File: src/include/id_config.svh
`ifndef ID_CONFIG_SVH
`define ID_CONFIG_SVH

// ------------------------------
// Datapath widths
// ------------------------------

// Data, address and immediate width
`define XLEN 32

// Raw instruction word
`define INSN_W 32

// ------------------------------
// Register file geometry
// ------------------------------

`define REG_COUNT 32 // Architectural registers x0..x31

`define REG_ADDR_W 5 // log2 of REG_COUNT

`endif

File: src/hw/id_pkg.sv
`include "id_config.svh"

package id_pkg;

    // ------------------------------
    // Plain vector types
    // ------------------------------

    typedef logic [`XLEN-1:0]       word_t;     // Data, PC, immediates
    typedef logic [`REG_ADDR_W-1:0] reg_addr_t;
    typedef logic [`INSN_W-1:0]     insn_t;

    // ------------------------------
    // Encodings
    // ------------------------------

    // RV32I major opcodes handled by decode
    typedef enum logic [6:0] {
        OP_LUI    = 7'b0110111,
        OP_AUIPC  = 7'b0010111,
        OP_JAL    = 7'b1101111,
        OP_JALR   = 7'b1100111,
        OP_BRANCH = 7'b1100011,
        OP_LOAD   = 7'b0000011,
        OP_STORE  = 7'b0100011,
        OP_IMM    = 7'b0010011,
        OP_REG    = 7'b0110011
    } opcode_e;

    typedef enum logic [3:0] {
        ALU_ADD,
        ALU_SUB,
        ALU_SLL,
        ALU_SLT,
        ALU_SLTU,
        ALU_XOR,
        ALU_SRL,
        ALU_SRA,
        ALU_OR,
        ALU_AND,
        ALU_LUI,   // Pass immediate
        ALU_AUIPC  // PC plus immediate
    } alu_op_e;

    typedef enum logic [2:0] {
        BR_NONE, BR_EQ, BR_NE, BR_LT, BR_GE, BR_LTU, BR_GEU
    } branch_type_e;

    typedef enum logic [1:0] {
        MEM_BYTE, MEM_HALF, MEM_WORD
    } mem_width_e;

    // Immediate formats where NONE yields zero
    typedef enum logic [2:0] {
        IMM_NONE, IMM_I, IMM_S, IMM_B, IMM_U, IMM_J
    } imm_sel_e;

endpackage

File: src/hw/id_branch_resolve.sv
`timescale 1ns/1ns

module id_branch_resolve (
    input  logic                 is_branch,
    input  id_pkg::branch_type_e branch_type,
    input  id_pkg::word_t        pc,
    input  id_pkg::word_t        imm,
    input  id_pkg::reg_addr_t    rs1,
    input  id_pkg::reg_addr_t    rs2,
    input  id_pkg::word_t        rs1_data,
    input  id_pkg::word_t        rs2_data,
    input  logic                 pred_valid,
    input  id_pkg::word_t        pred_pc,
    input  logic                 mem_fwd_valid,
    input  logic                 mem_fwd_reg_write,
    input  id_pkg::reg_addr_t    mem_fwd_rd,
    input  id_pkg::word_t        mem_fwd_result,
    output logic                 redirect,
    output id_pkg::word_t        redirect_target
);
    import id_pkg::*;

    logic  fwd_ok;
    logic  fwd_rs1;
    logic  fwd_rs2;
    word_t op1;
    word_t op2;
    logic  taken;
    word_t taken_target;
    word_t fall_target;

    // ------------------------------
    // MEM to ID forwarding
    // ------------------------------

    // WB results already arrive through the register file bypass
    assign fwd_ok  = mem_fwd_valid && mem_fwd_reg_write && (mem_fwd_rd != '0);
    assign fwd_rs1 = fwd_ok && (mem_fwd_rd == rs1);
    assign fwd_rs2 = fwd_ok && (mem_fwd_rd == rs2);

    assign op1 = fwd_rs1 ? mem_fwd_result : rs1_data;
    assign op2 = fwd_rs2 ? mem_fwd_result : rs2_data;

    // ------------------------------
    // Condition and targets
    // ------------------------------

    always_comb begin
        case (branch_type)
            BR_EQ:   taken = (op1 == op2);
            BR_NE:   taken = (op1 != op2);
            BR_LT:   taken = ($signed(op1) < $signed(op2));
            BR_GE:   taken = ($signed(op1) >= $signed(op2));
            BR_LTU:  taken = (op1 < op2);
            BR_GEU:  taken = (op1 >= op2);
            default: taken = 1'b0;
        endcase
    end

    assign taken_target = pc + imm;
    assign fall_target  = pc + word_t'(4);

    // Mispredict check against the fetch prediction
    always_comb begin
        redirect        = 1'b0;
        redirect_target = '0;
        if (is_branch) begin
            if (taken) begin
                if (!pred_valid || pred_pc != taken_target) begin
                    redirect        = 1'b1; // Missed or wrong target
                    redirect_target = taken_target;
                end
            end else if (pred_valid) begin
                redirect        = 1'b1; // Predicted but falls through
                redirect_target = fall_target;
            end
        end
    end

endmodule

File: src/hw/id_decoder.sv
`timescale 1ns/1ns

module id_decoder (
    input  logic                     in_valid,
    input  logic                     flush,
    input  id_pkg::insn_t            insn,
    output logic                     out_valid,
    output logic                     src1_pc,
    output logic                     src2_imm,
    output logic                     reg_write,
    output logic                     mem_read,
    output logic                     mem_write,
    output logic                     mem_unsigned,
    output logic                     is_branch,
    output logic                     is_jump,
    output logic                     illegal,
    output id_pkg::alu_op_e          alu_op,
    output id_pkg::branch_type_e     branch_type,
    output id_pkg::mem_width_e       mem_width,
    output id_pkg::imm_sel_e         imm_sel,
    output id_pkg::reg_addr_t        rd,
    output id_pkg::reg_addr_t        rs1,
    output id_pkg::reg_addr_t        rs2
);
    import id_pkg::*;

    opcode_e    opcode;
    logic [2:0] funct3;
    logic       funct7_5;

    assign opcode   = opcode_e'(insn[6:0]);
    assign funct3   = insn[14:12];
    assign funct7_5 = insn[30]; // SUB / SRA / SRAI select

    // Access size from the low funct3 bits
    function automatic mem_width_e width_of(input logic [2:0] f3);
        case (f3[1:0])
            2'b00:   return MEM_BYTE;
            2'b01:   return MEM_HALF;
            default: return MEM_WORD;
        endcase
    endfunction

    // ------------------------------
    // Control decode
    // ------------------------------

    always_comb begin
        out_valid    = 1'b0;
        src1_pc      = 1'b0;
        src2_imm     = 1'b0;
        reg_write    = 1'b0;
        mem_read     = 1'b0;
        mem_write    = 1'b0;
        mem_unsigned = 1'b0;
        is_branch    = 1'b0;
        is_jump      = 1'b0;
        illegal      = 1'b0;
        alu_op       = ALU_ADD;
        branch_type  = BR_NONE;
        mem_width    = MEM_BYTE;
        imm_sel      = IMM_NONE;
        rd           = '0;
        rs1          = '0;
        rs2          = '0;

        if (in_valid && !flush) begin
            out_valid = 1'b1;
            rd        = insn[11:7];
            rs1       = insn[19:15];
            rs2       = insn[24:20];

            case (opcode)
                OP_LUI: begin
                    alu_op    = ALU_LUI;
                    src2_imm  = 1'b1;
                    reg_write = 1'b1;
                    imm_sel   = IMM_U;
                end
                OP_AUIPC: begin
                    alu_op    = ALU_AUIPC;
                    src1_pc   = 1'b1;
                    src2_imm  = 1'b1;
                    reg_write = 1'b1;
                    imm_sel   = IMM_U;
                end
                OP_JAL: begin
                    src1_pc   = 1'b1;
                    src2_imm  = 1'b1;
                    is_jump   = 1'b1;
                    reg_write = 1'b1;
                    imm_sel   = IMM_J;
                end
                OP_JALR: begin
                    src2_imm  = 1'b1; // rs1 + imm
                    is_jump   = 1'b1;
                    reg_write = 1'b1;
                    imm_sel   = IMM_I;
                end
                OP_BRANCH: begin
                    src1_pc   = 1'b1;
                    src2_imm  = 1'b1;
                    is_branch = 1'b1;
                    imm_sel   = IMM_B;
                    case (funct3)
                        3'b000:  branch_type = BR_EQ;
                        3'b001:  branch_type = BR_NE;
                        3'b100:  branch_type = BR_LT;
                        3'b101:  branch_type = BR_GE;
                        3'b110:  branch_type = BR_LTU;
                        3'b111:  branch_type = BR_GEU;
                        default: branch_type = BR_NONE; // Never taken
                    endcase
                end
                OP_LOAD: begin
                    src2_imm     = 1'b1;
                    mem_read     = 1'b1;
                    reg_write    = 1'b1;
                    imm_sel      = IMM_I;
                    mem_width    = width_of(funct3);
                    mem_unsigned = funct3[2]; // LBU / LHU
                end
                OP_STORE: begin
                    src2_imm     = 1'b1;
                    mem_write    = 1'b1;
                    imm_sel      = IMM_S;
                    mem_width    = width_of(funct3);
                    mem_unsigned = funct3[2];
                end
                OP_IMM: begin
                    src2_imm  = 1'b1;
                    reg_write = 1'b1;
                    imm_sel   = IMM_I;
                    case (funct3)
                        3'b001:  alu_op = ALU_SLL;
                        3'b010:  alu_op = ALU_SLT;
                        3'b011:  alu_op = ALU_SLTU;
                        3'b100:  alu_op = ALU_XOR;
                        3'b101:  alu_op = funct7_5 ? ALU_SRA : ALU_SRL;
                        3'b110:  alu_op = ALU_OR;
                        3'b111:  alu_op = ALU_AND;
                        default: alu_op = ALU_ADD; // ADDI
                    endcase
                end
                OP_REG: begin
                    reg_write = 1'b1;
                    case (funct3)
                        3'b001:  alu_op = ALU_SLL;
                        3'b010:  alu_op = ALU_SLT;
                        3'b011:  alu_op = ALU_SLTU;
                        3'b100:  alu_op = ALU_XOR;
                        3'b101:  alu_op = funct7_5 ? ALU_SRA : ALU_SRL;
                        3'b110:  alu_op = ALU_OR;
                        3'b111:  alu_op = ALU_AND;
                        default: alu_op = funct7_5 ? ALU_SUB : ALU_ADD;
                    endcase
                end
                default: begin
                    // Unknown, CSR, SYSTEM and FENCE opcodes
                    illegal = 1'b1;
                end
            endcase
        end
    end

endmodule

File: src/hw/id_imm_gen.sv
`timescale 1ns/1ns
`include "id_config.svh"

module id_imm_gen (
    input  id_pkg::insn_t    insn,
    input  id_pkg::imm_sel_e imm_sel,
    output id_pkg::word_t    imm
);
    import id_pkg::*;

    word_t imm_i;
    word_t imm_s;
    word_t imm_b;
    word_t imm_u;
    word_t imm_j;

    // Sign bit is always insn[31]
    assign imm_i = {{(`XLEN-12){insn[31]}}, insn[31:20]};
    assign imm_s = {{(`XLEN-12){insn[31]}}, insn[31:25], insn[11:7]};
    assign imm_b = {{(`XLEN-13){insn[31]}}, insn[31], insn[7], insn[30:25],
                    insn[11:8], 1'b0};
    assign imm_u = {insn[31:12], 12'b0}; // Upper 20 bits
    assign imm_j = {{(`XLEN-21){insn[31]}}, insn[31], insn[19:12], insn[20],
                    insn[30:21], 1'b0};

    // ------------------------------
    // Format select
    // ------------------------------

    always_comb begin
        case (imm_sel)
            IMM_I:   imm = imm_i;
            IMM_S:   imm = imm_s;
            IMM_B:   imm = imm_b;
            IMM_U:   imm = imm_u;
            IMM_J:   imm = imm_j;
            default: imm = '0;
        endcase
    end

endmodule

File: src/hw/id_reg_file.sv
`timescale 1ns/1ns
`include "id_config.svh"

module id_reg_file (
    input  logic              clk,
    input  logic              rst,
    input  id_pkg::reg_addr_t rs1,
    input  id_pkg::reg_addr_t rs2,
    input  logic              wb_en,
    input  id_pkg::reg_addr_t wb_rd,
    input  id_pkg::word_t     wb_data,
    output id_pkg::word_t     rs1_data,
    output id_pkg::word_t     rs2_data
);
    import id_pkg::*;

    word_t regs [`REG_COUNT];

    // ------------------------------
    // Write port
    // ------------------------------

    always_ff @(posedge clk or posedge rst) begin
        if (rst) begin
            for (int i = 0; i < `REG_COUNT; i++) begin
                regs[i] <= '0;
            end
        end else if (wb_en && wb_rd != '0) begin // x0 stays zero
            regs[wb_rd] <= wb_data;
        end
    end

    // ------------------------------
    // Read ports with WB bypass
    // ------------------------------

    always_comb begin
        if (rs1 == '0)
            rs1_data = '0;
        else if (wb_en && wb_rd == rs1)
            rs1_data = wb_data; // Same-cycle write
        else
            rs1_data = regs[rs1];

        if (rs2 == '0)
            rs2_data = '0;
        else if (wb_en && wb_rd == rs2)
            rs2_data = wb_data;
        else
            rs2_data = regs[rs2];
    end

endmodule

File: src/hw/id_stage.sv
`timescale 1ns/1ns

module id_stage (
    input  logic                 clk,
    input  logic                 rst,
    input  logic                 in_valid,
    input  logic                 flush,
    input  id_pkg::word_t        pc,
    input  id_pkg::insn_t        insn,
    input  logic                 pred_valid,
    input  id_pkg::word_t        pred_pc,
    input  logic                 wb_en,
    input  id_pkg::reg_addr_t    wb_rd,
    input  id_pkg::word_t        wb_data,
    input  logic                 mem_fwd_valid,
    input  logic                 mem_fwd_reg_write,
    input  id_pkg::reg_addr_t    mem_fwd_rd,
    input  id_pkg::word_t        mem_fwd_result,
    output logic                 out_valid,
    output id_pkg::alu_op_e      alu_op,
    output logic                 src1_pc,
    output logic                 src2_imm,
    output logic                 reg_write,
    output logic                 mem_read,
    output logic                 mem_write,
    output id_pkg::mem_width_e   mem_width,
    output logic                 mem_unsigned,
    output logic                 is_branch,
    output logic                 is_jump,
    output id_pkg::branch_type_e branch_type,
    output logic                 illegal,
    output id_pkg::reg_addr_t    rd,
    output id_pkg::reg_addr_t    rs1,
    output id_pkg::reg_addr_t    rs2,
    output id_pkg::word_t        rs1_data,
    output id_pkg::word_t        rs2_data,
    output id_pkg::word_t        imm,
    output id_pkg::word_t        out_pc,
    output logic                 pred_valid_out,
    output id_pkg::word_t        pred_pc_out,
    output logic                 redirect,
    output id_pkg::word_t        redirect_target
);
    import id_pkg::*;

    imm_sel_e imm_sel;

    id_decoder u_decoder (
        .in_valid, .flush, .insn, .out_valid, .src1_pc, .src2_imm, .reg_write,
        .mem_read, .mem_write, .mem_unsigned, .is_branch, .is_jump, .illegal,
        .alu_op, .branch_type, .mem_width, .imm_sel, .rd, .rs1, .rs2
    );

    id_reg_file u_reg_file (
        .clk, .rst, .rs1, .rs2, .wb_en, .wb_rd, .wb_data, .rs1_data, .rs2_data
    );

    id_imm_gen u_imm_gen (.insn, .imm_sel, .imm);

    // Uses the gated branch flag so a flushed branch never redirects
    id_branch_resolve u_branch_resolve (
        .is_branch, .branch_type, .pc, .imm, .rs1, .rs2, .rs1_data, .rs2_data,
        .pred_valid, .pred_pc, .mem_fwd_valid, .mem_fwd_reg_write, .mem_fwd_rd,
        .mem_fwd_result, .redirect, .redirect_target
    );

    // PC and prediction pass through only with a live instruction
    assign out_pc         = out_valid ? pc : '0;
    assign pred_valid_out = out_valid && pred_valid;
    assign pred_pc_out    = out_valid ? pred_pc : '0;

endmodule

File: config.mk
export PLATFORM = sky130hd
export DESIGN_NAME = id_stage
export DESIGN_NICKNAME = d
export VERILOG_FILES = /design/src/hw/id_pkg.sv /design/src/hw/id_branch_resolve.sv /design/src/hw/id_decoder.sv /design/src/hw/id_imm_gen.sv /design/src/hw/id_reg_file.sv /design/src/hw/id_stage.sv
export VERILOG_INCLUDE_DIRS = /design/src /design/src/include
export SDC_FILE = /design/constraint.sdc
export NUM_CORES = 2
export LEC_CHECK = 0
export BUFFER_PORTS_ARGS = -buffer_cell sky130_fd_sc_hd__buf_2
export CAP_MARGIN = 5
export CORE_MARGIN = 5
export CORE_UTILIZATION = 60
export DETAILED_ROUTE_END_ITERATION = 10
export PLACE_DENSITY = 0.88
export SYNTH_ARGS = -nofsm -noshare
export SYNTH_HDL_FRONTEND = slang
export SYNTH_SLANG_ARGS = --single-unit
File: constraint.sdc
create_clock -name clk -period 96.5 [get_ports clk]
set_input_delay 4.825 -clock clk [delete_from_list [all_inputs] [get_ports clk]]
set_output_delay 4.825 -clock clk [all_outputs]
set_load 0.02 [all_outputs]
==> results by group <==
Yosys
  – Synth cell types: 79
  – Post-synth EDFFs: 0
  – Async SR Flop Fraction: 1.000
  – Sequential area share after synthesis: 0.4050
  – Synthesized area: 63270 um2
  – Synth Register Bits: 1024
  – Synth warn: 0
  – Mean Syn Cell Area: 9.887 um2
  – Syn_nets: 6642
  – Mapped Cells: 6399
  – Synth Flop Type: dfrtp_1

Timing
  – Setup violators final: 0
  – Setup tns final: 0 ns
  – Fin crit period: 19.28 ns
  – RSZ-0062 raised after global routing: false
  – Max-Slew Margin vs Limit: 0.1723
  – Final clock skew: 0 ns
  – Max frequency: 0.05188 GHz
  – Final Max Slew Viols: 0
  – Worst-Margin Slew: 1.237 ns
  – Share of the clock period used by the worst path: 0.1997
  – Hold Vio Cnt, Final: 0

Clock tree
  – CTS Root Cell: clkbuf_16
  – # Post-CTS Setup Buffers: 0
  – Clock Pin Slew Worst Setup and Hold Paths: 0.06 ns
  – CTS tree: built
  – CTS Sinks: 1024
  – # hold bufs at CTS: 0
  – Clk_lat worst skew: 0.72 ns
  – Total CTS buffers: 100
  – Clk buf depth: 3
  – CTS resizes: 0
  – H-tree depth: 3

Power
  – VDD IR max: 0.01518 mV
  – Leakage: 30.25 nW
  – Pwr dens: 18.54 nW/um2
  – Comb pwr share: 0.223
  – Psw: 0.0004113 W
  – Clk network pwr share: 0.326
  – Power Internal: 0.0008746 W
  – Flop pwr share: 0.450
  – Sw Share: 0.3198

Critical path
  – Critical path type: primary input to primary output
  – Worst EP arrival: 14.45 ns
  – Worst path most repeated cell: buf_4
  – Critical Path Max Stage Delay: 0.87 ns
  – CP startpoint kind: primary input
  – Slowest cell on the critical path: inv_4
  – Worst Path Max Fanout: 40
  – Worst-case reg-to-reg path depth: 1
  – CP Capture Type: primary output
  – Crit path required time: 91.68 ns

Global route
  – Largest net degree at the start of global routing: 176
  – GRT Resource Usage Total: 0.4420
  – Remaining global-route overflow: 0
  – Initial antenna violation count: 26
  – Vias in the first global route: 59690
  – First-pass GRT wire length: 377.1 mm

Floorplan
  – Core Footprint: 105000 um2
  – Top-level I/O count: 406
  – Rows: 119
  – Die Area: 112000 um2
  – Die Ht: 334.7 um
  – Initial Util: 0.6027
  – Die width: 334.7 um

Placed design
  – PortBufs: 405
  – Half-perimeter wire length after placement: 154.6 mm
  – Final RePlAce weighted congestion: 1.043

Route
  – Final wirelength: 258.9 mm
  – DRC errors left: 6
  – WL/cell: 32.94 um
  – Vias: 60510
  – DRT Pass-1 Iters: 11
  – Via density per instance: 7.698
  – DRT iter0 DRCs: 10460
  – Post-DRT Antenna Nets: 0

Flow run
  – Number of max-cap violations: 0

Final layout
  – Top flop regs: u_reg_file.regs (1024)
  – Final #Nets: 6610
  – Largest register by flop count: u_reg_file.regs
  – Multi-input logic area: 35330 um2
  – Filler instances: 7356
  – Final Util: 0.6608
  – Share of layout cells above drive strength 1: 0.2800
  – Layout area overhead: 9.631%
  – Register area: 25620 um2
  – Flip-flop count of the largest register after layout: 1024

Status
  – Failing checks: design-rule violations
  – Run status: complete, but fails checks

Hold path
  – Hold depth: 0
  – Hold Crit Class: flip-flop to flip-flop
[power groups by stage]
stage	logic, W	clock network, W	registers, W
after floorplan	0.000198	0	0.000562
after global placement	0.000260	0	0.000571
after detailed placement	0.000271	0	0.000579
after CTS	0.000276	0.000415	0.000573
after global routing	0.000302	0.000433	0.000585
final	0.000287	0.000420	0.000579
[placed cells by master, fill, tap and decap left out, drive strengths merged, types with 14 or more instances in the layout]
| cell | Yosys | routed |
|---|---|---|
| a211oi | 260 | 260 |
| o21ai | 231 | 231 |
| dfrtp | 1024 | 1024 |
| diode | 0 | 19 |
| xnor2 | 70 | 70 |
| mux2i | 430 | 430 |
| ha | 64 | 64 |
| clkinv | 2 | 26 |
| clkbuf | 527 | 144 |
| a221o | 15 | 15 |
| and3 | 18 | 18 |
| a2111oi | 43 | 43 |
| nand3 | 78 | 78 |
| buf | 132 | 523 |
| a21o | 21 | 21 |
| a221oi | 148 | 148 |
| a211o | 17 | 17 |
| nor2b | 223 | 223 |
| nor2 | 333 | 333 |
| o221ai | 59 | 59 |
| inv | 25 | 30 |
| and2 | 80 | 80 |
| o21a | 14 | 14 |
| nand4 | 25 | 25 |
| a21oi | 159 | 159 |
| o22ai | 70 | 70 |
| nor3 | 249 | 249 |
| nand2 | 646 | 646 |
| a31oi | 197 | 197 |
| a311oi | 18 | 18 |
| xor2 | 29 | 29 |
| mux2 | 1030 | 1030 |
[metal layers]
metal,part of all wire,up-vias,GRT usage
met4,0.13,16,0.4164
met3,0.16,2265,0.1822
met5,0.00097,-,0.001702
li1,-,23500,-
met1,0.31,28460,0.4960
met2,0.41,6265,0.6342
[cell usage after synthesis, types with 29 or more instances]
cell type,count,share of area
a2111oi_0,43,0.0060
a211oi_1,260,0.031
a21oi_1,157,0.012
a221oi_1,148,0.020
a31oi_1,196,0.019
and2_1,80,0.0079
buf_1,99,0.0059
buf_2,29,0.0023
clkbuf_1,525,0.031
dfrtp_1,1024,0.41
ha_1,64,0.013
mux2_2,1030,0.18
mux2i_1,429,0.068
nand2_1,646,0.038
nand3_1,78,0.0062
nor2_1,333,0.020
nor2b_1,223,0.022
nor3_1,248,0.020
o21ai_0,228,0.018
o221ai_1,59,0.0082
o22ai_1,70,0.0069
xnor2_1,70,0.0097
xor2_1,29,0.0040
[cell type report]
cell class	instances	share of cell area
Clock buffer	142	0.04241
Clock inverter	43	0.007739
Timing Repair Buffer	525	0.04351
Tap cell	1391	0.02509
Inverter	27	0.001786
Multi-Input combinational cell	4689	0.5093
Sequential cell	1024	0.3694
Antenna cell	19	0.0006855
[path summary, 6_finish.rpt]
kind                                       start                    end  slack [ns]
max                                        flush               redirect       77.22
min                        u_reg_file.regs[1007]  u_reg_file.regs[1007]        0.40
max reg2reg                 u_reg_file.regs[588]   u_reg_file.regs[588]       95.65
min reg2reg                u_reg_file.regs[1007]  u_reg_file.regs[1007]        0.40
max in group asynchronous                    rst   u_reg_file.regs[816]       87.93
min in group asynchronous                    rst   u_reg_file.regs[448]        4.22
[logic make-up after synthesis]
family,Yosys count,synth area share
buf+inv,686,0.04155
xor+xnor,105,0.01586
fa+ha+maj,65,0.01297
compound gates,1340,0.1463
flops,1024,0.4050
simple gates,1719,0.1268
mux,1460,0.2516
[metrics by stage]
step	setup slack [ns]	power (W)	cells	hold WS (ns)	area (um2)
CTS	77.77	0.001264	7841	0.4047	69310
detailed placement	77.75	0.0008503	7656	0.3890	65840
global placement	77.99	0.0008309	7656	0.3846	65840
global route	77.15	0.001320	7846	0.4135	69330
finish	77.22	0.001286	7860	0.4028	69360
floorplan	62.86	0.0007601	6399	0.4499	63270
[worst max-delay path: cells and delay by family]
| family | cells | cell delay (ns) |
|---|---|---|
| muxes | 3 | 0.62 |
| buffers and inverters | 8 | 3.33 |
| adders and majority gates | 1 | 0.41 |
| and+or+nand+nor | 12 | 3.86 |
| AOI/OAI and AO/OA | 5 | 1.24 |
(Power assumes the default switching activity.)
